`config.mk`:
```
export PLATFORM = sky130hd
export DESIGN_NAME = regfile
export DESIGN_NICKNAME = d
export VERILOG_FILES = /design/src/hdl/core_config.svh /design/src/hdl/core_pkg.sv /design/src/hdl/regfile.sv
export SDC_FILE = /design/constraint.sdc
export NUM_CORES = 2
export LEC_CHECK = 0
export BUFFER_PORTS_ARGS = -buffer_cell sky130_fd_sc_hd__buf_4
export CAP_MARGIN = 20
export CORE_ASPECT_RATIO = 1.75
export CORE_MARGIN = 3
export CORE_UTILIZATION = 51
export DETAILED_ROUTE_END_ITERATION = 7
export PLACE_DENSITY = 0.67
export SYNTH_ARGS = -nofsm -noshare
export SYNTH_HDL_FRONTEND = slang
export SYNTH_SLANG_ARGS = --single-unit
```
`constraint.sdc`:
```
create_clock -name clk -period 2.5 [get_ports clk]
set_clock_uncertainty 0.1 [all_clocks]
set_input_delay 0.25 -clock clk [delete_from_list [all_inputs] [get_ports clk]]
set_output_delay 0.25 -clock clk [all_outputs]
set_load 0.05 [all_outputs]
```
`src/hdl/core_config.svh`:
```
// Build-time sizes for the core. Memory depths must be powers of two.
// Addresses beyond a memory's depth wrap onto the low words.

`ifndef CORE_CONFIG_SVH
`define CORE_CONFIG_SVH

// Instruction memory depth in 32-bit words
`define CORE_IMEM_WORDS 256

// Data memory depth in 32-bit words
`define CORE_DMEM_WORDS 256

// First pc after reset, byte address
`define CORE_RESET_PC 32'h0000_0000

`endif

```
`src/hdl/core_pkg.sv`:
```
// Shared types for the three-stage RV32I subset core.
// Only the opcodes listed in opcode_e are decoded.

`default_nettype none

package core_pkg;

  //--------------------------------------------------------------------
  // Basic widths
  //--------------------------------------------------------------------

  typedef logic [31:0] word_t;
  typedef logic [4:0]  reg_addr_t;

  //--------------------------------------------------------------------
  // Major opcodes, inst[6:0]
  //--------------------------------------------------------------------

  typedef enum logic [6:0] {
    OPC_OP     = 7'b0110011,
    OPC_OP_IMM = 7'b0010011,
    OPC_LUI    = 7'b0110111,
    OPC_LOAD   = 7'b0000011,
    OPC_STORE  = 7'b0100011,
    OPC_BRANCH = 7'b1100011,
    OPC_JAL    = 7'b1101111
  } opcode_e;

  // ALU function, PASS_B forwards operand b (lui)
  typedef enum logic [2:0] {
    ALU_ADD,
    ALU_SUB,
    ALU_AND,
    ALU_OR,
    ALU_PASS_B
  } alu_op_e;

  // Source of the value written back
  typedef enum logic [1:0] {
    WB_ALU,
    WB_LOAD,
    WB_LINK
  } wb_sel_e;

endpackage

`default_nettype wire

```
`src/hdl/regfile.sv`:
```
// Integer register file, x1..x31 stored, x0 reads as zero.
// Reads are combinational and see the old value during a write.

`timescale 1ns/1ps
`default_nettype none

module regfile
  import core_pkg::*;
(
  input  logic      clk,
  input  logic      rst,
  input  reg_addr_t rs1,
  input  reg_addr_t rs2,
  output word_t     rs1_data,
  output word_t     rs2_data,
  input  logic      we,
  input  reg_addr_t rd,
  input  word_t     rd_data
);

  word_t regs [1:31];

  // x0 never stored
  assign rs1_data = (rs1 == '0) ? '0 : regs[rs1];
  assign rs2_data = (rs2 == '0) ? '0 : regs[rs2];

  always_ff @(posedge clk) begin
    if (rst) begin
      for (int i = 1; i < 32; i++) begin
        regs[i] <= '0;
      end
    end else if (we && rd != '0) begin
      regs[rd] <= rd_data;
    end
  end

endmodule

`default_nettype wire

```
=== Word level (Yosys, flattened, before mapping) ===
Memory sizes are Yosys's and may differ from the RTL's.
Cells that the tools add are included.

* Reductions and logical operators: 5
* Muxes and demuxes: 10

{| class="wikitable"
|+ Operators with widths
! cell !! count
|-
| $mux W32 || 3
|-
| $reduce_or A32 Y1 || 1
|-
| $logic_not A5 Y1 || 2
|-
| $mux W1 || 6
|-
| $mux W5 || 1
|-
| $reduce_bool A5 Y1 || 1
|-
| $logic_and A1 B1 Y1 || 1
|}

* Bits of input ports: 50
* Memories kept: 1
* Output and inout bits: 64
* Register bits: 0
* Bits in writable memories: 992
* Logic and storage cells: 16

{| class="wikitable"
|+ Memory list
! name !! words !! bits a word !! rd ports !! clocked after memory_dff !! wr ports !! RTL line !! RTL
|-
| regs || 31 || 32 || 2 || 0 || 31 || regfile.sv:21 || <nowiki>word_t regs [1:31];</nowiki>
|}

=== Logic depth before layout (Yosys ltp) ===
* Word-level depth: 7
* Depth in mapped cells: 9
* Depth with buffers taken out: 4

=== Worst setup path after synthesis ===
Ideal clock, no wire load.

* Kind: input to output
* Start point: input port rs2[0]
* End point: output port rs2_data[30]
* Stages on the path: 6
* Buffers on the path: 3
* Data arrival time: 3582 ps
* Setup slack: -1432 ps
* Cell sequence: buf_2 > buf_6 > buf_4 > mux4_2 > mux2i_1 > a2111oi_0

* Cells in the longest elaborated chain, start to end: 2
* Elaborated cells between the ends (all ways): 3
* Those cells by class: mux: 1; reduce/logical: 1; memory: 1

{| class="wikitable"
|+ Ends and longest elaborated chain
! item !! RTL line !! RTL
|-
| from (decl) || regfile.sv:13 || <nowiki>input reg_addr_t rs2,</nowiki>
|-
| $mem_v2 Z31 W32 / $logic_not A5 Y1 (equally long branches) || - ||
|-
| $mux W32 * || regfile.sv:25 || <nowiki>assign rs2_data = (rs2 == '0) ? '0 : regs[rs2];</nowiki>
|-
| to (decl) || regfile.sv:15 || <nowiki>output word_t rs2_data,</nowiki>
|}

Mark *: on every way between the ends. The rest lies on a longest branch, timed or not.

==> flow_summary.ini <==
[min_path]
hold_depth = 3
holdPathEnd = regs[20][17]$_SDFFCE_PN0P_
hold_path.startpoint = rst
hold_path_class = in -> reg

[grt]
grt_max_degree = 36
overflow = 0
grt_usage = 0.332
grt_pass1_wl_mm = 260
first_global_vias = 38000
antenna_found_initial = 2

[power_and_ir_drop]
ir_worst_vdd_mv = 0.497
p_leak_nw = 22.9
p_total_mw = 42.0
p_per_area_nw_per_um2 = 644

[sta]
rsz0062_at_grt = true
fmax_mhz = 328
fin_crit_sh = 1.22
max_slew_margin = 0.551
holdWs_ns = 0.327
min_period_ns = 3.05
fin_ws_ns = -0.545
finalSetupViolations = 64
drv_slew = 0
final_hold_viol_count = 0
final.setup.tns_ns = -23.78
worstMarginPinSlew_ns = 0.674

[drt]
vias = 35700
wl_mm = 183
vias_per_cell = 6.83
drtPass1Iterations = 5
wl_per_cell_um = 35.0
drc = 0
final_antenna_net_count = 0
drt_iter0_drc = 4290

[clock_network]
cts_tree = done
clockRootBuffer = clkbuf_16
cts_max_level = 3
clock_path_buffers = 3
cts.sinks = 1024
path_clk_slew_ns = 0.07
numCtsBuffers = 93

[synthesis]
yosysTopAreaCell = edfxtp_1
synth_edf_count = 1024
synth.top_cell.area_share = 0.567
ys_warn_count = 0
ys_seq_area_frac = 0.567
yosys-top-cells-count = edfxtp_1 (1,024), and2_1 (995), mux4_2 (472), clkbuf_1 (264), mux2i_1 (150)
synth_cell_type_count = 43
ys_ff_latch = 1024
avgSynthCellArea_um2 = 15.5
synthMostInstantiatedCell = edfxtp_1
syn-cell-area_um2 = 54200
synth_ff_type = edfxtp_1
ys_async_sr_fraction = 0
synthCells = 3500
synth_area_leaders = edfxtp_1 (57%), mux4_2 (20%), and2_1 (11%)

[cells_and_area]
fin_util = 0.621
nets = 3847
n_fill_cell = 7493
syn2layout_area_growth_pct = 20.3
max_flop_register = regs
reg.largest.list = regs: 1024 flops
largest_register_ffs = 1024
drive_gt1_frac = 0.366

[setup_path]
path_delay_family = multiplexers
crit_path_max_fanout = 2
endpoint_kind = primary output
path_class = reg -> out
required_ns = 2.15
crit_start = regs[21][31]$_SDFFCE_PN0P_
cpMaxStageDelayCell = mux4_2
cp.arrival_ns = 2.70
cp_num_buf_inv = 2
cp_cell_sequence = mux4_2 > mux4_2 > o22ai_2 > buf_6 > nor3_4 > buf_6
start_kind = register
cpPeakStageDelay_ns = 0.56

[floorplanning]
row_count = 157
ios = 114
initial_core_util = 0.516
die_x_um = 252
design.core.area_um2 = 105000
dieHeight_um = 437
fp.dieArea_um2 = 110000

[outcome]
status = complete, but fails checks
violations = setup timing

[job]
maxCapViolations = 0

[placed_design]
place_congestion = 0.883
dp_hpwl_mm = 117
place_ws_ns = -0.433
portBuffers = 113
kinds of logic (layout without fill, tap and decap cells):
| logic type | Yosys count | count (layout) | synth area share |
|---|---|---|---|
| AND/OR/NAND/NOR | 1178 | 1178 | 0.133 |
| other | 1 | 38 | 0.0000692 |
| flip-flops | 1024 | 1024 | 0.567 |
| multiplexers | 652 | 652 | 0.230 |
| AO/OA/AOI/OAI | 259 | 259 | 0.0365 |
| buffers and inverters | 386 | 725 | 0.0331 |
through the flow:
stage | cells | area [um^2]
global placement | 4988 | 59900
CTS | 5209 | 64800
detailed placement | 4988 | 59900
floorplan | 3531 | 54700
global route | 5223 | 65200
finish | 5227 | 65200
cells in the final DEF (no fill, tap or decap), types with 6 or more instances in the layout:
cell / n
or2_2: 32
a22o_1: 37
diode_2: 6
mux4_2: 472
nand2_1: 8
mux2i_1: 148
buf_12: 104
a2111oi_4: 41
a22oi_1: 16
buf_4: 345
clkbuf_1: 19
o22ai_4: 14
nor4_4: 6
and2_1: 994
nor3_4: 20
conb_1: 32
clkinv_2: 17
bufinv_16: 12
mux2_2: 30
nand2b_1: 6
a22o_4: 14
dlygate4sd3_1: 32
a2111oi_2: 14
o22ai_2: 13
nor2_4: 17
a21oi_1: 9
clkbuf_16: 96
nor3_2: 34
edfxtp_1: 1024
buf_6: 68
nor2_2: 16
o22ai_1: 76
clkinv_1: 15
nor2b_1: 8
power breakdown:
group | total [mW] | switching, mW | internal (mW) | leakage, nW
clock network | 14.8 | 6.55 | 8.21 | 1.48
logic | 6.86 | 3.81 | 3.06 | 11.7
registers | 20.4 | 0.547 | 19.8 | 9.75
total | 42.0 | 10.9 | 31.1 | 22.9
per-layer routing:
metal | up-vias | share of wire | GRT usage | routed length (um)
met2 | 2319 | 0.51 | 0.559 | 92600
met3 | 666 | 0.090 | 0.0585 | 16400
met5 | - | 0 | 0 | 0
li1 | 14100 | - | - | -
met1 | 18600 | 0.34 | 0.400 | 62400
met4 | 0 | 0.063 | 0.197 | 11500
final cells by class:
cell class / instances / area, um^2 / share of cell area
diodes: 6 / 15.0 / 0.000230
clock buffers: 114 / 2450 / 0.0375
clock inverters: 54 / 586 / 0.00898
inverters: 2 / 7.51 / 0.000115
multi-input cells: 2121 / 23900 / 0.366
flip-flops and latches: 1024 / 30700 / 0.471
well taps: 1351 / 1690 / 0.0259
repair buffers: 555 / 5870 / 0.0900
worst max path at each step:
stage | to | cells after the start | slack, ns
final | rs1_data[31] | 6 | -0.55
after global routing | rs1_data[12] | 6 | -0.59
after CTS | rs1_data[12] | 6 | -0.54
after detailed placement | rs2_data[4] | 8 | -0.43
after global placement | rs2_data[8] | 9 | -0.44
after floorplan | rs2_data[30] | 6 | -0.1
what timing repair did:
item | CTS | global route
gates cloned | 0 | 1
setup buffers | 27 | 12
gates resized for setup | 253 | 35
pin swaps | 134 | 16
hold endpoints to repair | 976 | 0
hold buffers | 32 | 0
setup endpoints to repair | 64 | 64
tightest hold or removal path: stages:
cell,delay [ns]
buf_4,0.09
buf_4,0.34
or2_2,0.28
(Power assumes the default switching activity.)
