[src/hdl/core_config.svh]
// Build-time sizes for the core. Memory depths must be powers of two.
// Addresses beyond a memory's depth wrap onto the low words.

`ifndef CORE_CONFIG_SVH
`define CORE_CONFIG_SVH

// Instruction memory depth in 32-bit words
`define CORE_IMEM_WORDS 256

// Data memory depth in 32-bit words
`define CORE_DMEM_WORDS 256

// First pc after reset, byte address
`define CORE_RESET_PC 32'h0000_0000

`endif

[src/hdl/core_pkg.sv]
// Shared types for the three-stage RV32I subset core.
// Only the opcodes listed in opcode_e are decoded.

`default_nettype none

package core_pkg;

  //--------------------------------------------------------------------
  // Basic widths
  //--------------------------------------------------------------------

  typedef logic [31:0] word_t;
  typedef logic [4:0]  reg_addr_t;

  //--------------------------------------------------------------------
  // Major opcodes, inst[6:0]
  //--------------------------------------------------------------------

  typedef enum logic [6:0] {
    OPC_OP     = 7'b0110011,
    OPC_OP_IMM = 7'b0010011,
    OPC_LUI    = 7'b0110111,
    OPC_LOAD   = 7'b0000011,
    OPC_STORE  = 7'b0100011,
    OPC_BRANCH = 7'b1100011,
    OPC_JAL    = 7'b1101111
  } opcode_e;

  // ALU function, PASS_B forwards operand b (lui)
  typedef enum logic [2:0] {
    ALU_ADD,
    ALU_SUB,
    ALU_AND,
    ALU_OR,
    ALU_PASS_B
  } alu_op_e;

  // Source of the value written back
  typedef enum logic [1:0] {
    WB_ALU,
    WB_LOAD,
    WB_LINK
  } wb_sel_e;

endpackage

`default_nettype wire

[src/hdl/fetch_stage.sv]
// Program counter and fetch valid tracking.
// pc goes straight to the instruction memory; the word shows up next cycle.
// A redirect wins over the sequential step and kills the word in flight.

`timescale 1ns/1ps
`default_nettype none

`include "core_config.svh"

module fetch_stage
  import core_pkg::*;
(
  input  logic  clk,
  input  logic  rst,
  input  logic  run,
  input  logic  redirect,
  input  word_t target,
  output word_t pc,
  output logic  x_valid,
  output word_t x_pc
);

  //--------------------------------------------------------------------
  // PC register
  //--------------------------------------------------------------------

  always_ff @(posedge clk) begin
    if (rst) begin
      pc <= `CORE_RESET_PC;
    end else if (redirect) begin
      // Branch or jump resolved in execute
      pc <= target;
    end else if (run) begin
      pc <= pc + 32'd4;
    end
  end

  //--------------------------------------------------------------------
  // Execute-side tag for the word now leaving memory
  //--------------------------------------------------------------------

  // Live only if fetched while running and not behind a redirect
  always_ff @(posedge clk) begin
    if (rst) begin
      x_valid <= 1'b0;
    end else begin
      x_valid <= run && !redirect;
    end
  end

  // pc that went with the memory read
  always_ff @(posedge clk) begin
    x_pc <= pc;
  end

endmodule

`default_nettype wire

[config.mk]
export PLATFORM = sky130hd
export DESIGN_NAME = fetch_stage
export DESIGN_NICKNAME = d
export VERILOG_FILES = /design/src/hdl/core_pkg.sv /design/src/hdl/fetch_stage.sv
export VERILOG_INCLUDE_DIRS = /design/src /design/src/hdl
export SDC_FILE = /design/constraint.sdc
export NUM_CORES = 1
export LEC_CHECK = 0
export ABC_AREA = 1
export BUFFER_PORTS_ARGS = -buffer_cell sky130_fd_sc_hd__buf_2
export CAP_MARGIN = 30
export CORE_ASPECT_RATIO = 1.4
export CORE_MARGIN = 2
export CORE_UTILIZATION = 43
export CTS_CLUSTER_DIAMETER = 200
export CTS_CLUSTER_SIZE = 24
export DETAILED_ROUTE_END_ITERATION = 16
export PLACE_DENSITY = 0.82
export SYNTH_ARGS = -nofsm -noshare
export SYNTH_HDL_FRONTEND = slang
export SYNTH_SLANG_ARGS = --single-unit
[constraint.sdc]
create_clock -name clk -period 1.65 [get_ports clk]
set_input_delay 0.33 -clock clk [delete_from_list [all_inputs] [get_ports clk]]
set_output_delay 0.33 -clock clk [all_outputs]
set_load 0.01 [all_outputs]
# After elaboration in Yosys (flattened, before gate mapping)
# Cells that the tools add are included.
# totals
wordCells	9
out_inout_bits	65
reg_bits	65
# classes
add_sub_neg	1
reduce_logical	3
n_mux	2
# op_table
cell	count
$mux 32	2
$add 32x3->32 const B	1
$reduce_bool 2->1	1
$logic_and 1x1->1	1
$logic_not 1->1	1

# Longest topological paths before layout
# Gate-level depths: netlist of run 1.
# depth
depth_word	3
ltp_mapped	10
ltp_nobuf	10

# Least setup slack after synthesis of run 1
# No wires, ideal clock.
# synth_path
path_type	reg-to-reg
from	register pc[3]
to	register pc[18]
setup_ns	0.070
stages_incl_launch_ff	9
period_less_slack_ns	1.417
arrival_time_ns	1.346
setup_slack_ns	0.233
path_buffers	0
t_required_ns	1.580
cell_sequence	dfxtp_1 -> ha_1 -> inv_1 -> nor2_1 -> nand2_2 -> nor2_2 -> xor2_1 -> nand2_1 -> a21oi_1
# synth_via
elab_chain_len	3
# synth_rtl
element	line	text
start: declaration	fetch_stage.sv:18	output word_t pc,
start signal: assignment	fetch_stage.sv:29	pc <= `CORE_RESET_PC;
start signal: assignment	fetch_stage.sv:32	pc <= target;
start signal: assignment	fetch_stage.sv:34	pc <= pc + 32'd4;
$add 32x3->32	fetch_stage.sv:34	
$mux 32	fetch_stage.sv:33	end else if (run) begin
$mux 32	fetch_stage.sv:30	end else if (redirect) begin
# Every way passes these cells. The select of a mux whose other input is x is not followed.
# A chain may end at the register's enable or synchronous reset.

# Worst setup path in the final report of run 1
# layout_path
from	register pc[2]
to	register pc[20]
# The elaborated chain is that of the path after synthesis.

==> qor.yml, run 1 <==
global_routing:
  grt_max_degree: 27
  grt_first_pass_wirelength_um: 12940
  grtUsageTotal_pct: 23.17
  grt-ovfl-total: 0
  grt_pass1_vias: 2734
  antenna_found_initial: 0
worst_setup_path:
  endpoint: "pc[20]$_SDFFE_PP0N_"
  cp_cell_sequence: "ha_1 > inv_1 > nor2_2 > nand3_1 > nor2_2 > nor2_1 > nor2_1 > nand2_1 > a21oi_1"
  r2r_slack_ns: 0.12
  slowest_stage: "dfxtp_2"
  ff2ff_path_depth: 9
  crit_fanout: 6
  criticalPathCategory: "flop to flop"
  crit_arrival_ns: 1.79
  r2r-end: "pc[20]$_SDFFE_PP0N_"
  cpPeakStageDelay_ns: 0.38
  crit_start: "pc[2]$_SDFFE_PP0N_"
  startpoint_type: "flop"
  cp_data_required_time_ns: 1.92
  r2r_start: "pc[2]$_SDFFE_PP0N_"
  end_kind: "flop"
power:
  p_comb_share_pct: 12.5
  powerDensity_mw_per_mm2: 912.3
  swShare_pct: 26.41
  p_sw_uw: 889.8
  p_leak_nw: 1.713
  power.internal_mw: 2.479
  peakVddDrop_mv: 0.5243
  clockPowerShare_pct: 35.8
  pwr-share-seq_pct: 51.7
min_path:
  worstHoldPathType: "primary input to flop"
synthesis:
  synthTopCellsByCount: "nand2_1, dfxtp_1, nor2_1, inv_1, a21oi_1"
  yosysTopAreaCell: "dfxtp_1"
  synth_top_flop_cell: "dfxtp_1"
  synth_cell_types: 20
  synth_top_area_share_pct: 46.53
  syn_area_mm2: 0.002796
  syn_avg_cell_area_um2: 7.398
  yosysMostFrequentCell: "nand2_1"
  async_flop_share_pct: 0
  yosysSeqAreaShare_pct: 46.53
  yosys-top-cells-area: "dfxtp_1, nand2_1, nor2_1"
  syn-instance-count: 378
  syn_nets: 415
  ys.warnings.count: 0
  synth_edf_count: 0
  ys_seq_elements: 65
clock_tree:
  clock_latency_ns: 0.34
  cts_max_path_buffers: 2
  clk_pin_slew_worst_paths_ns: 0.07
  htreeDepth: 3
  cts_tree: "done"
  cts-buffers-inserted: 9
  cts_sinks: 65
  cts_root_buffer: "clkbuf_8"
timing:
  maxSlewHeadroom_pct: 78.39
  hold_viol: 0
  setup_viol: 0
  tightest_slew_ns: 0.3238
  min_period_over_period_pct: 92.59
  slew_violations: 0
  max_freq_mhz: 654.6
  clock_skew_ns: 0.007663
  finalSetupTns_ns: 0
  min_period_ns: 1.528
  rsz0062_at_grt: "no"
drt:
  antenna_left: 0
  firstDrtPassIters: 4
  avgRoutedWirePerCell_um: 14.08
  vias_per_cell: 5.016
  drcViolationCount: 0
  via_count: 2884
  dr.first_iter.drc_count: 119
  wirelength_um: 8095
final_layout:
  post-route-util_pct: 59.04
  final_net_count: 535
  syn2layout_area_growth_pct: 32.04
  fin_cells: 575
  antenna_cells: 0
  drive_gt1_share_pct: 32.21
floorplan:
  start_util_pct: 44.72
  rows: 34
  num_io_pins: 101
  coreArea_mm2: 0.006254
  die_area_mm2: 0.007173
  die_y_um: 99.42
  dieWidth_um: 72.16
place:
  dp_hpwl_um: 6100
  port_buffers: 100
  gp_congestion: 0.8938
  dp_cells: 559
status:
  outcome: "completed"
run:
  maxCapViolCount: 0
kinds of logic after synthesis:
group | count (synthesis) | synth area share, %
buffers and inverters | 39 | 5.458
AO/OA/AOI/OAI | 56 | 12.17
adder cells (fa/ha/maj) | 1 | 0.4474
flip-flops | 65 | 46.53
XOR/XNOR | 15 | 4.698
AND/OR/NAND/NOR | 202 | 30.69
critical path: cells and delay by family (launching register included):
kind,cells,cell delay [ns]
buf+inv,1,0.08
compound gates,1,0.12
fa+ha+maj,1,0.22
simple gates,6,0.65
flops,1,0.38
power groups by stage:
stage / clock [mW] / combinational [mW] / sequential, mW
6_report: 1.21 / 0.421 / 1.74
5_1_grt: 1.29 / 0.463 / 1.75
4_1_cts: 1.22 / 0.424 / 1.74
3_5_place_dp: 0 / 0.421 / 1.77
3_3_place_gp: 0 / 0.415 / 1.77
2_1_floorplan: 0 / 0.153 / 1.82
flip-flops by register name, indices dropped and copies added, names as in the netlist:
signal and count:
pc 32, x_pc 32, x_valid 1
metrics by stage:
stage          power [mW]  setup WS (ns)  area, um^2  hold slack (ns)
6_report            3.369         0.1223        3692           0.2276
5_1_grt             3.507        0.02317        3692           0.2436
4_1_cts             3.382        0.04264        3664           0.2243
3_5_place_dp        2.192        0.07114        3490           0.3520
3_3_place_gp        2.182         0.1685        3490           0.3481
2_1_floorplan       1.970         0.2332        2796           0.3904
layout make-up:
class / count / area [um^2]
repair buffers: 120 / 650.6
multi-input cells: 274 / 1358
clock inverters: 3 / 15.01
inverters: 28 / 105.1
well taps: 72 / 90.09
fillers: 598 / 2561
flip-flops and latches: 65 / 1315
clock buffers: 13 / 158.9
timing repair:
action | in CTS | in global routing
hold buffers | 0 | 0
endpoints found under the setup margin | 0 | 9
resized for setup | 0 | 15
setup buffers | 0 | 0
hold endpoints to repair | 0 | 0
how the worst min path moves through the flow:
stage / from / end / slack (ns) / depth (start not counted)
after floorplan: pc[0]$_SDFFE_PP0P_ / x_pc[0]$_DFF_P_ / 0.39 / 0
after CTS: target[0] / pc[0]$_SDFFE_PP0P_ / 0.22 / 3
final: target[0] / pc[0]$_SDFFE_PP0P_ / 0.23 / 3
after global routing: target[0] / pc[0]$_SDFFE_PP0P_ / 0.24 / 3
after detailed placement: pc[1]$_SDFFE_PP0P_ / x_pc[1]$_DFF_P_ / 0.35 / 0
after global placement: pc[0]$_SDFFE_PP0P_ / x_pc[0]$_DFF_P_ / 0.35 / 0
placed cells by master, fill, tap and decap left out, types with 11 or more instances in the layout:
| cell type | n |
|---|---|
| dfxtp_1 | 54 |
| buf_4 | 20 |
| dfxtp_2 | 11 |
| nor2_1 | 45 |
| a21oi_1 | 24 |
| nand3_1 | 14 |
| nand2_1 | 123 |
| clkbuf_8 | 11 |
| a22oi_1 | 22 |
| buf_2 | 100 |
| inv_1 | 28 |
per-layer routing:
metal | routed length, um | share of wire [%] | up-vias | track usage (%)
met5 | 0 | 0 | - | 0
met4 | 227 | 2.8 | 0 | 9.724
met3 | 453 | 5.6 | 19 | 5.066
met2 | 4167 | 51 | 105 | 41.43
met1 | 3247 | 40 | 1307 | 25.95
li1 | - | - | 1453 | -
(Power assumes the default switching activity.)
==> run 2, diff against run 1 <==
Settings changed: PLACE_DENSITY 0.82 to 0.85.
Clock period 1.65 ns to 1.24 ns, I/O delays scaled along.
==> run 2 against run 1 <==
Net effect: the flow now finishes with violations (negative setup slack); global-route usage increased by 1.7 points; maximum frequency rose by 7.1%; cell count up 7.1%; count of clock-buffer cells in the layout unchanged; clock skew about the same; critical endpoint is now pc[26]$_SDFFE_PP0N_; first-iteration DRC count increased by 66%; highest routed layer unchanged; combinational power increased by 82%; critical path depth increased by 2; core utilization rose by 14 points.
==> qor.yml, run 2 (synthesis results as in run 1) <==
drt:
  via_count: 3266
  vias_per_cell: 5.302
  antenna_left: 0
  drcViolationCount: 0
  wirelength_um: 9876
  firstDrtPassIters: 4
  dr.first_iter.drc_count: 198
  avgRoutedWirePerCell_um: 16.03
clock_tree:
  cts_sinks: 65
  cts_root_buffer: "clkbuf_8"
  cts-buffers-inserted: 9
  cts_tree: "done"
  cts_hold_buffers: 0
  htreeDepth: 3
  cts_max_path_buffers: 2
  clock_latency_ns: 0.34
  clk_pin_slew_worst_paths_ns: 0.07
global_routing:
  grt_first_pass_wirelength_um: 13950
  grt_max_degree: 28
  grtUsageTotal_pct: 24.87
  antenna_found_initial: 0
  grt_pass1_vias: 3043
  grt-ovfl-total: 0
final_layout:
  final_common_cell: "nand2_1"
  final_net_count: 576
  drive_gt1_share_pct: 52.39
  syn2layout_area_growth_pct: 62.24
  antenna_cells: 0
  fin_cells: 616
  reg_top3: "pc x32, x_pc x32, x_valid x1"
  fillers: 436
  finish.instance_area_mm2: 0.004537
  final_cell_mix: "nand2_1, buf_2, buf_4"
worst_setup_path:
  crit_fanout: 4
  r2r-end: "pc[26]$_SDFFE_PP0N_"
  cp_data_required_time_ns: 1.46
  r2r_slack_ns: -0.19
  criticalPathCategory: "flop to flop"
  startpoint_type: "flop"
  crit_arrival_ns: 1.65
  r2r_start: "pc[2]$_SDFFE_PP0N_"
  ff2ff_path_depth: 11
  end_kind: "flop"
floorplan:
  dieWidth_um: 72.16
  die_y_um: 99.42
  coreArea_mm2: 0.006254
  num_io_pins: 101
  rows: 34
  die_area_mm2: 0.007173
  start_util_pct: 44.72
timing:
  setup_viol: 26
  maxSlewHeadroom_pct: 78.15
  whs_ns: 0.1281
  rsz0062_at_grt: "yes"
  max_freq_mhz: 700.8
  slew_violations: 0
  min_period_ns: 1.427
  clock_skew_ns: 0.008109
  min_period_over_period_pct: 115.1
  fin_ws_ns: -0.1869
  hold_viol: 0
  tightest_slew_ns: 0.3278
min_path:
  hold_path_startpoint: "target[1]"
  worstHoldPathType: "primary input to flop"
  hold_end: "pc[1]$_SDFFE_PP0P_"
  whs_path_depth: 3
place:
  gp_congestion: 0.9557
  post-place-ws_ns: -0.1122
  dp_cells: 595
  dp_hpwl_um: 6349
  placed_area_mm2: 0.003847
  port_buffers: 100
power:
  power_mw: 4.690
  p_leak_nw: 2.129
  peakVddDrop_mv: 0.9175
  powerDensity_mw_per_mm2: 1034
status:
  outcome: "complete, but fails checks"
  violations: "negative setup slack"
run:
  maxCapViolCount: 0
-- run 2: changes by cell type in the layout (fill, tap and decap cells not counted), moves of 7 or more --
cell     before  now
buf_2       100   89
buf_4        20   49
buf_6         0   20
dfxtp_1      54   36
dfxtp_2      11   18
dfxtp_4       0   11
nand2_1     123  100
nand2_2       2   15
nand2_4       1   11
nor2_1       45   15
nor2_2        6   17
nor2_4        7   26
-- run 2: through the flow --
stage / TNS [ns] / utilization [%]
global placement: -0.8684 / 61.52
detailed placement: -1.348 / 61.52
floorplan: 0 / -
CTS: -1.202 / 67.97
finish: -2.655 / 72.55
global route: -4.894 / 72.55
-- run 2: worst max-delay path by stage --
stage	start	end	slack [ns]	cells past startpoint
after global routing	pc[2]$_SDFFE_PP0N_	pc[19]$_SDFFE_PP0N_	-0.27	8
after detailed placement	pc[2]$_SDFFE_PP0N_	pc[14]$_SDFFE_PP0N_	-0.11	8
after CTS	pc[2]$_SDFFE_PP0N_	pc[20]$_SDFFE_PP0N_	-0.13	9
after global placement	pc[2]$_SDFFE_PP0N_	pc[14]$_SDFFE_PP0N_	-0.1	8
after floorplan	pc[3]$_SDFFE_PP0N_	pc[16]$_SDFFE_PP0N_	0.002	7
final	pc[2]$_SDFFE_PP0N_	pc[26]$_SDFFE_PP0N_	-0.19	11
-- run 2: metal layers --
metal  vias to the layer above  routed length (um)  global-route usage (%)
li1                       1538                   -                       -
met1                      1517                3595                   27.55
met2                       168                5127                   43.05
met3                        43                 663                   6.079
met4                         0                 489                   13.21
met5                         -                   0                       0
-- run 2: worst max-delay path: stages (launching register included) --
cell and delay, ns:
dfxtp_4 0.38, ha_4 0.16, inv_4 0.04, nor2_4 0.14, nand2_4 0.11, buf_4 0.16
inv_4 0.05, nand2_2 0.04, nand2_1 0.06, nand2_1 0.05, nand2_1 0.05, a21oi_1 0.06
-- run 2: area by class of cell --
cell class	count	area (um^2)	area share, %
inverters	28	110.1	2.427
flip-flops and latches	65	1365	30.09
clock buffers	13	158.9	3.502
well taps	72	90.09	1.986
multi-input cells	274	1699	37.45
repair buffers	161	1099	24.21
clock inverters	3	15.01	0.3309
-- run 2: what timing repair did --
action,in CTS,in global routing
endpoints found under the setup margin,25,43
pin swaps,31,24
setup buffers,2,5
endpoints found under the hold margin,0,0
gates resized for setup,71,65
-- run 2: power by group --
group	switching (mW)	internal [mW]
registers	0.0960	2.22
logic	0.393	0.373
clock network	0.786	0.826
