==> src/hdl/core_config.svh <==
// Build-time sizes for the core. Memory depths must be powers of two.
// Addresses beyond a memory's depth wrap onto the low words.

`ifndef CORE_CONFIG_SVH
`define CORE_CONFIG_SVH

// Instruction memory depth in 32-bit words
`define CORE_IMEM_WORDS 256

// Data memory depth in 32-bit words
`define CORE_DMEM_WORDS 256

// First pc after reset, byte address
`define CORE_RESET_PC 32'h0000_0000

`endif

==> src/hdl/core_pkg.sv <==
// Shared types for the three-stage RV32I subset core.
// Only the opcodes listed in opcode_e are decoded.

`default_nettype none

package core_pkg;

  //--------------------------------------------------------------------
  // Basic widths
  //--------------------------------------------------------------------

  typedef logic [31:0] word_t;
  typedef logic [4:0]  reg_addr_t;

  //--------------------------------------------------------------------
  // Major opcodes, inst[6:0]
  //--------------------------------------------------------------------

  typedef enum logic [6:0] {
    OPC_OP     = 7'b0110011,
    OPC_OP_IMM = 7'b0010011,
    OPC_LUI    = 7'b0110111,
    OPC_LOAD   = 7'b0000011,
    OPC_STORE  = 7'b0100011,
    OPC_BRANCH = 7'b1100011,
    OPC_JAL    = 7'b1101111
  } opcode_e;

  // ALU function, PASS_B forwards operand b (lui)
  typedef enum logic [2:0] {
    ALU_ADD,
    ALU_SUB,
    ALU_AND,
    ALU_OR,
    ALU_PASS_B
  } alu_op_e;

  // Source of the value written back
  typedef enum logic [1:0] {
    WB_ALU,
    WB_LOAD,
    WB_LINK
  } wb_sel_e;

endpackage

`default_nettype wire

==> src/hdl/execute_stage.sv <==
// Decode, operand bypass, ALU, beq/jal resolution and data memory issue.
// Encodings outside add/sub/and/or/addi/lui/lw/sw/beq/jal retire as no-ops.
// dmem_addr is a byte address; the low two bits are not checked.

`timescale 1ns/1ps
`default_nettype none

module execute_stage
  import core_pkg::*;
(
  input  logic      clk,
  input  logic      rst,
  input  logic      x_valid,
  input  word_t     x_pc,
  input  word_t     inst,
  output reg_addr_t rs1,
  output reg_addr_t rs2,
  input  word_t     rs1_data,
  input  word_t     rs2_data,
  input  logic      byp_we,
  input  reg_addr_t byp_rd,
  input  word_t     byp_data,
  output word_t     dmem_addr,
  output logic      dmem_we,
  output word_t     dmem_wdata,
  output logic      redirect,
  output word_t     target,
  output logic      w_valid,
  output word_t     w_pc,
  output reg_addr_t w_rd,
  output logic      w_we,
  output wb_sel_e   w_sel,
  output word_t     w_alu
);

  //--------------------------------------------------------------------
  // Instruction fields
  //--------------------------------------------------------------------

  opcode_e    opcode;
  reg_addr_t  rd;
  logic [2:0] funct3;
  word_t      imm_i;
  word_t      imm_s;
  word_t      imm_b;
  word_t      imm_u;
  word_t      imm_j;

  assign opcode = opcode_e'(inst[6:0]);
  assign rd     = inst[11:7];
  assign funct3 = inst[14:12];
  assign rs1    = inst[19:15];
  assign rs2    = inst[24:20];

  // Sign-extended immediates per format
  assign imm_i = {{20{inst[31]}}, inst[31:20]};
  assign imm_s = {{20{inst[31]}}, inst[31:25], inst[11:7]};
  assign imm_b = {{19{inst[31]}}, inst[31], inst[7], inst[30:25], inst[11:8], 1'b0};
  assign imm_u = {inst[31:12], 12'b0};
  assign imm_j = {{11{inst[31]}}, inst[31], inst[19:12], inst[20], inst[30:21], 1'b0};

  //--------------------------------------------------------------------
  // Operands, writeback value wins on a match
  //--------------------------------------------------------------------

  word_t src_a;
  word_t src_b;

  // Covers load results too, so no load-use stall
  assign src_a = (byp_we && byp_rd != '0 && byp_rd == rs1) ? byp_data : rs1_data;
  assign src_b = (byp_we && byp_rd != '0 && byp_rd == rs2) ? byp_data : rs2_data;

  //--------------------------------------------------------------------
  // Control decode
  //--------------------------------------------------------------------

  alu_op_e alu_op;
  wb_sel_e sel;
  word_t   imm;
  logic    use_imm;
  logic    rd_we;
  logic    is_store;
  logic    is_beq;
  logic    is_jal;

  always_comb begin
    alu_op   = ALU_ADD;
    sel      = WB_ALU;
    imm      = imm_i;
    use_imm  = 1'b0;
    rd_we    = 1'b0;
    is_store = 1'b0;
    is_beq   = 1'b0;
    is_jal   = 1'b0;
    case (opcode)
      OPC_OP: begin
        rd_we = 1'b1;
        case (funct3)
          3'b000:  alu_op = inst[30] ? ALU_SUB : ALU_ADD;
          3'b110:  alu_op = ALU_OR;
          3'b111:  alu_op = ALU_AND;
          default: rd_we = 1'b0;
        endcase
      end
      OPC_OP_IMM: begin
        // addi only
        use_imm = 1'b1;
        rd_we   = (funct3 == 3'b000);
      end
      OPC_LUI: begin
        alu_op  = ALU_PASS_B;
        imm     = imm_u;
        use_imm = 1'b1;
        rd_we   = 1'b1;
      end
      OPC_LOAD: begin
        // lw, address = rs1 + imm
        use_imm = 1'b1;
        sel     = WB_LOAD;
        rd_we   = (funct3 == 3'b010);
      end
      OPC_STORE: begin
        imm      = imm_s;
        use_imm  = 1'b1;
        is_store = (funct3 == 3'b010);
      end
      OPC_BRANCH: is_beq = (funct3 == 3'b000);
      OPC_JAL: begin
        // Link value formed in writeback
        sel    = WB_LINK;
        rd_we  = 1'b1;
        is_jal = 1'b1;
      end
      default: ;
    endcase
  end

  //--------------------------------------------------------------------
  // ALU
  //--------------------------------------------------------------------

  word_t alu_b;
  word_t alu_y;

  assign alu_b = use_imm ? imm : src_b;

  always_comb begin
    case (alu_op)
      ALU_ADD: alu_y = src_a + alu_b;
      ALU_SUB: alu_y = src_a - alu_b;
      ALU_AND: alu_y = src_a & alu_b;
      ALU_OR:  alu_y = src_a | alu_b;
      default: alu_y = alu_b;
    endcase
  end

  //--------------------------------------------------------------------
  // Control flow and memory issue
  //--------------------------------------------------------------------

  // Taken beq or any jal, pulses for one cycle
  assign redirect = x_valid && (is_jal || (is_beq && src_a == src_b));
  assign target   = x_pc + (is_jal ? imm_j : imm_b);

  // Data memory sees the request this cycle, data returns next cycle
  assign dmem_addr  = alu_y;
  assign dmem_we    = x_valid && is_store;
  assign dmem_wdata = src_b;

  //--------------------------------------------------------------------
  // Retire fields toward writeback
  //--------------------------------------------------------------------

  always_ff @(posedge clk) begin
    if (rst) begin
      w_valid <= 1'b0;
      w_we    <= 1'b0;
    end else begin
      w_valid <= x_valid;
      // Writes to x0 never reach the trace as writes
      w_we    <= x_valid && rd_we && rd != '0;
    end
  end

  always_ff @(posedge clk) begin
    w_pc  <= x_pc;
    w_rd  <= rd;
    w_sel <= sel;
    w_alu <= alu_y;
  end

endmodule

`default_nettype wire

==> config.mk <==
export PLATFORM = sky130hd
export DESIGN_NAME = execute_stage
export DESIGN_NICKNAME = d
export VERILOG_FILES = /design/src/hdl/core_config.svh /design/src/hdl/core_pkg.sv /design/src/hdl/execute_stage.sv
export SDC_FILE = /design/constraint.sdc
export NUM_CORES = 1
export LEC_CHECK = 0
export ABC_CLOCK_PERIOD_IN_PS = 18900
export BUFFER_PORTS_ARGS = -buffer_cell sky130_fd_sc_hd__buf_2
export CAP_MARGIN = 20
export CORE_AREA = 2 2 137 139
export DETAILED_ROUTE_END_ITERATION = 8
export DIE_AREA = 0 0 139 141
export PLACE_DENSITY = 0.78
export SYNTH_ARGS = -nofsm -noshare
export SYNTH_HDL_FRONTEND = slang
export SYNTH_SLANG_ARGS = --single-unit
==> constraint.sdc <==
create_clock -name clk -period 18.9 [get_ports clk]
set_clock_uncertainty 0.05 [all_clocks]
set_input_delay 3.78 -clock clk [delete_from_list [all_inputs] [get_ports clk]]
set_output_delay 3.78 -clock clk [all_outputs]
set_load 0.05 [all_outputs]
# Yosys cells after proc, flatten, opt, wreduce, memory -nomap -nowiden
# Cells that the tools add are included.
# W data, S select, Z words.
dict set report classes {
  addsub 3
  multipliers 0
  n_div 0
  n_lt_le_gt_ge 0
  n_eq_ne 16
  shifts 0
  mux 16
  n_bitwise 2
  reduce_logical 16
}
# cell count
set op_table {}
lappend op_table {{$pmux W32 S4} 1}
lappend op_table {{$mux W32} 3}
lappend op_table {{$add A32 B32 Y32} 2}
lappend op_table {{$pmux W31 S2} 1}
lappend op_table {{$and A32 B32 Y32} 1}
lappend op_table {{$eq A32 B32 Y1} 1}
lappend op_table {{$or A32 B32 Y32} 1}
lappend op_table {{$sub A32 B32 Y32} 1}
lappend op_table {{$eq A7 B6 Y1 const B} 3}
lappend op_table {{$mux W20} 1}
lappend op_table {{$eq A7 B7 Y1 const B} 2}
lappend op_table {{$eq A5 B5 Y1} 2}
lappend op_table {{$reduce_bool A5 Y1} 2}
lappend op_table {{$eq A3 B2 Y1 const B} 3}
lappend op_table {{$logic_and A1 B1 Y1} 8}
lappend op_table {{$eq A7 B2 Y1 const B} 1}
lappend op_table {{$eq A7 B5 Y1 const B} 1}
lappend op_table {{$eq A3 B3 Y1 const B} 2}
lappend op_table {{$logic_not A3 Y1} 2}
lappend op_table {{$mux W1} 6}
lappend op_table {{$pmux W2 S3} 1}
lappend op_table {{$pmux W3 S2} 1}
lappend op_table {{$pmux W1 S4} 1}
lappend op_table {{$pmux W2 S2} 1}
lappend op_table {{other kinds (5)} 5}
dict set report totals {
  ff_bits 73
  latchBits 0
  ram_bits 0
  romBits 0
  output_inout_bits 181
  mem_count 0
}

# Longest topological paths before layout
dict set report logic_depth {
  word_depth 8
  depth_mapped 26
}

# Worst setup path after synthesis
# OpenSTA, ideal clock, no wires.
dict set report synth_timing {
  path_type {input port to output port}
  startpoint {input byp_rd[1]}
  endpoint {output dmem_addr[30]}
  arrival_time_ns 9.110
  required_ns 15.070
  setup_slack_ns 5.960
  cell_stages 23
  n_path_buf 2
  path_cell_list {or4_4 > o211a_1 > buf_6 > nand2_8 > buf_12 > mux2i_1 > a21oi_1 > nor4_4 > nand2b_1 > a221oi_1 > nor2_1 > xnor2_1 > ha_1 > a21oi_1 > nand2_1 > or3_1 > o21ai_0 > o31ai_1 > a221o_1 > a21bo_2 > a21oi_1 > o21ai_0 > o211ai_1}
}
dict set report synth_between {
  elab_chain_len 7
}
# element line_no
set synth_rtl {}
lappend synth_rtl {{from (decl)} execute_stage.sv:21} ;# input reg_addr_t byp_rd,
lappend synth_rtl {{$reduce_bool A5 Y1} {execute_stage.sv:70, execute_stage.sv:71}}
lappend synth_rtl {{$logic_and A1 B1 Y1} {execute_stage.sv:70, execute_stage.sv:71}}
lappend synth_rtl {{$logic_and A1 B1 Y1} execute_stage.sv:71} ;# assign src_b = (byp_we && byp_rd != '0 && byp_rd == rs2) ? byp_data : rs2_data;
lappend synth_rtl {{$mux W32} execute_stage.sv:71}
lappend synth_rtl {{$mux W32} execute_stage.sv:145} ;# assign alu_b = use_imm ? imm : src_b;
lappend synth_rtl {{$sub A32 B32 Y32, or another cell as far along} execute_stage.sv:150} ;# ALU_SUB: alu_y = src_a - alu_b;
lappend synth_rtl {{$pmux W32 S4 *} execute_stage.sv:148} ;# case (alu_op)
lappend synth_rtl {{to (decl)} execute_stage.sv:23} ;# output word_t dmem_addr,
# Mark *: on every way between the ends. The rest lies on a longest branch, timed or not.

# Final worst setup path
dict set report layout_timing {
  startpoint {input inst[2]}
  endpoint {output dmem_addr[30]}
}
dict set report layout_between {
  elab_chain_len 6
}
# element line_no
set layout_rtl {}
lappend layout_rtl {{from (decl)} execute_stage.sv:15} ;# input word_t inst,
lappend layout_rtl {{$eq A7 B6 Y1, or another cell as far along} execute_stage.sv:95} ;# case (opcode)
lappend layout_rtl {{$reduce_or A4 Y1 (no source line)} n/a}
lappend layout_rtl {{$mux W1} execute_stage.sv:95}
lappend layout_rtl {{$mux W32} execute_stage.sv:145}
lappend layout_rtl {{$sub A32 B32 Y32, or another cell as far along} execute_stage.sv:150}
lappend layout_rtl {{$pmux W32 S4 *} execute_stage.sv:148}
# Marks and branches as above.

==> impl_metrics.csv <==
group,metric,value,unit
outcome,status,"finished, final reports clean",
cells_and_area,final_util,58.5,%
logic_synthesis,yosys_warnings,0,
clocking,post_cts_buffers,0,
clocking,cts_root_buffer,"clkbuf_16",
floorplan,start_util,46.5,%
critical_path,path_class,"input pin to output pin",
clocking,hold_buffers,0,
pwr,p_sw_share,54.0,%
grt,antenna_found_initial,1,
critical_path,worst_path_max_delay_cell,"nand2_1",
routing,dr.pass1.iters,8,
routing,route.antenna.remaining_nets,0,
logic_synthesis,synthArstFlopShare,0,%
cells_and_area,fillers,1762,
pwr,internal_power,0.000437,W
placement,place_hpwl,29.5,mm
sta,rsz0062_at_grt,"false",
logic_synthesis,syn-instance-count,1112,
clocking,cts_buffers,9,
run,cap_violations,0,
logic_synthesis,muxShareOfSynthArea,8.05,%
sta,finalSetupTns,0,ps
logic_synthesis,ys_ff_latch,73,
pwr,p_leak,5.12,nW
logic_synthesis,synth_simple_gate_area_share,18.7,%
critical_path,required,15070,ps
sta,setup_slack,5050,ps
floorplan,die_h,141,um
grt,grt_pass1_wl,55.3,mm
logic_synthesis,synth_area,8500,um2
min_path,min_to,"w_pc[0]",
sta,slew_viol_final,0,
cells_and_area,diodes,0,
sta,relSlewSlack,25.7,%
routing,drc_errors,0,
min_path,hold_class,"input pin to flop",
sta,min_period_over_period,73.3,%
sta,worstMarginPinSlew,1110,ps
clocking,clk_pin_slew,70,ps
critical_path,worstPathArrival,10020,ps
critical_path,end_kind,"output pin",
sta,setup-violations-final,0,
grt,grt_start_max_net_pins,36,
logic_synthesis,synthDistinctLibCells,84,
logic_synthesis,synth_compound_area_share,26.9,%
floorplan,io_pins,350,
pwr,power_density,88.9,nW/um2
pwr,pwr-share-seq,19.5,%
clocking,cts_max_level,3,
placement,gp_congestion,0.996,
cells_and_area,area_delta_synth_final,25.7,%
logic_synthesis,syn_nets,1343,
min_path,min-delay-start,"x_pc[0]",
sta,max_freq,72.2,MHz
critical_path,startpoint_type,"input pin",
logic_synthesis,syn_area_per_cell,7.64,um2
pwr,power.switching,0.000513,W
grt,grt_overflow_total,0,
logic_synthesis,synth_edf_count,0,
min_path,hold_depth,1,
clocking,tritoncts,"done",
logic_synthesis,synth-xor-area-share,13.0,%
critical_path,path_max_fanout,30,
clocking,cts.sinks,73,
floorplan,rows,50,
floorplan,core-area,18300,um2
logic_synthesis,synthAdderAreaFrac,10.1,%
sta,period_needed,13850,ps
routing,routed_via_density,6.09,
placement,io_buffer_count,349,
logic_synthesis,synth_top_family_by_area,"compound AO/OA/AOI/OAI gates",
critical_path,cp_cell_sequence,"buf_2 -> and3_1 -> nand2_1 -> nand2_1 -> nor2_1 -> buf_4 -> nor2_1 -> xnor2_1 -> ha_1 -> o21a_1 -> o21ai_0 -> a311oi_1 -> o21ai_0 -> o31ai_1 -> a221o_1 -> a21bo_2 -> a21oi_1 -> o21ai_0 -> nand4b_1 -> o211ai_1 -> buf_2",
clocking,clockBufferDepth,2,
cells_and_area,finalNetCount,1664,
pwr,peakVddDrop,0.0672,mV
grt,track_usage,36.5,%
logic_synthesis,synth_ff_type,"dfxtp_1",
routing,vias,10190,
clocking,cts_resized,0,
floorplan,die_w,139,um
routing,drt_iter0_drc,1155,
grt,first_global_vias,9341,
routing,wl_per_cell,22.3,um
critical_path,crit_path_start,"inst[2]",
cells_and_area,final_layout_size_suffix_gt1_share,30.2,%
placement,dp_slack,5250,ps
critical_path,max_stage_delay,850,ps
pwr,power_frac_comb,60.6,%
sta,final_hold_viol_count,0,
pwr,p_clk_share,19.9,%
logic_synthesis,ys_seq_area_share,17.2,%
floorplan,die-area,19600,um2
routing,wl,37.3,mm
critical_path,cpMostUsedCell,"o21ai_0",
-- cell families (layout without fill, tap and decap cells) --
kind of cell / Yosys count / in the layout
compound gates: 352 / 352
simple gates: 316 / 316
xor+xnor: 126 / 126
buf+inv: 112 / 438
flops: 73 / 73
fa+ha+maj: 69 / 69
mux: 64 / 64
-- stage by stage --
stage	std cells	area, um2	hold WS (ps)	total power, W
5_1_grt	1672	10700	3480	0.000986
6_report	1672	10700	3480	0.000950
3_5_place_dp	1656	10400	3850	0.000757
3_3_place_gp	1656	10400	3840	0.000755
2_1_floorplan	1112	8500	3760	0.000616
4_1_cts	1672	10700	3480	0.000946
-- power groups by stage --
stage | registers, W | clock network (W) | logic [W]
CTS | 0.000186 | 0.000190 | 0.000571
floorplan | 0.000282 | 0 | 0.000333
global placement | 0.000188 | 0 | 0.000567
finish | 0.000185 | 0.000189 | 0.000575
detailed placement | 0.000189 | 0 | 0.000568
global route | 0.000187 | 0.000197 | 0.000602
-- cells in the final DEF (no fill, tap or decap), types with 11 or more instances in the layout --
| master | synthesis | layout |
|---|---|---|
| a211oi_1 | 12 | 12 |
| a21o_1 | 36 | 36 |
| a21oi_1 | 109 | 109 |
| a221oi_1 | 11 | 11 |
| buf_2 | 8 | 349 |
| buf_4 | 12 | 12 |
| dfxtp_1 | 73 | 73 |
| ha_1 | 60 | 60 |
| inv_1 | 59 | 59 |
| mux2_2 | 24 | 24 |
| mux2i_1 | 37 | 37 |
| nand2_1 | 103 | 103 |
| nand2b_1 | 17 | 17 |
| nand3_1 | 21 | 21 |
| nand4_1 | 15 | 15 |
| nor2_1 | 65 | 65 |
| nor2b_1 | 11 | 11 |
| nor3_1 | 19 | 18 |
| o21ai_0 | 77 | 77 |
| o221ai_1 | 17 | 17 |
| or3_1 | 11 | 11 |
| xnor2_1 | 87 | 87 |
| xor2_1 | 39 | 39 |
-- critical path: cells and delay by family --
kind,cells,cell delay (ps)
xor gates and xnor gates,1,130
adders and majority gates,1,390
AOI/OAI and AO/OA,10,2470
buffers and inverters,3,880
and+or+nand+nor,6,2350
-- Yosys cell counts, types with 3 or more instances --
cell | number | area (um2)
o21ai_0 | 77 | 385
or4_1 | 4 | 30.0
maj3_1 | 7 | 70.1
o31a_1 | 4 | 35.0
and2_1 | 9 | 56.3
nor4_1 | 11 | 68.8
buf_2 | 8 | 40.0
and4_1 | 4 | 35.0
a21oi_1 | 109 | 546
nand2b_1 | 17 | 106
mux2_2 | 24 | 270
o21a_1 | 4 | 30.0
nor3_1 | 19 | 95.1
a31o_2 | 5 | 43.8
xor2_1 | 39 | 342
o22ai_1 | 4 | 25.0
clkbuf_1 | 25 | 93.8
o221ai_1 | 17 | 149
o21bai_1 | 5 | 37.5
nand3_1 | 21 | 105
buf_1 | 3 | 11.3
mux2i_1 | 37 | 370
inv_1 | 59 | 221
o21ai_1 | 3 | 15.0
a21boi_0 | 4 | 30.0
dfxtp_1 | 73 | 1460
nor2b_1 | 11 | 68.8
a211oi_1 | 12 | 90.1
nand2_1 | 103 | 387
a21o_1 | 36 | 270
o211ai_1 | 6 | 45.0
o31ai_1 | 10 | 75.1
xnor2_1 | 87 | 762
a311oi_1 | 3 | 26.3
and3_1 | 8 | 50.1
a221o_1 | 5 | 50.1
ha_1 | 60 | 751
nand4_1 | 15 | 93.8
or3_1 | 11 | 68.8
buf_4 | 12 | 90.1
a31oi_1 | 10 | 62.6
a221oi_1 | 11 | 96.3
nor2_1 | 65 | 244
-- routing by layer --
metal  global-route usage [%]  routed length (um)  up-vias
met1                     45.9               14500     4663
met3                     6.39                3740      116
met5                        0                   0        -
li1                         -                   -     4716
met4                     14.3                1410        0
met2                     62.5               17700      695
-- worst max path at each step --
stage               endpoint  slack (ps)  depth (start not counted)
4_1_cts        dmem_addr[30]        5230                         23
3_5_place_dp   dmem_addr[30]        5250                         23
3_3_place_gp   dmem_addr[30]        5380                         23
5_1_grt        dmem_addr[30]        4780                         21
6_report       dmem_addr[30]        5050                         21
2_1_floorplan  dmem_addr[30]        5960                         23
-- layout make-up --
type | instances | area [um2] | area share (%)
Inverter | 61 | 229 | 2.14
Tap cell | 234 | 293 | 2.74
Timing Repair Buffer | 361 | 1840 | 17.2
Sequential cell | 73 | 1460 | 13.7
Clock inverter | 7 | 83.8 | 0.785
Clock buffer | 9 | 225 | 2.11
Multi-Input combinational cell | 927 | 6550 | 61.3
-- sequential cells by signal, indices dropped and copies added, names as in the netlist --
signal / flops
w_alu: 32
w_pc: 32
w_rd: 5
w_sel: 2
w_valid: 1
w_we: 1
Power figures use the tool's default switching activity.
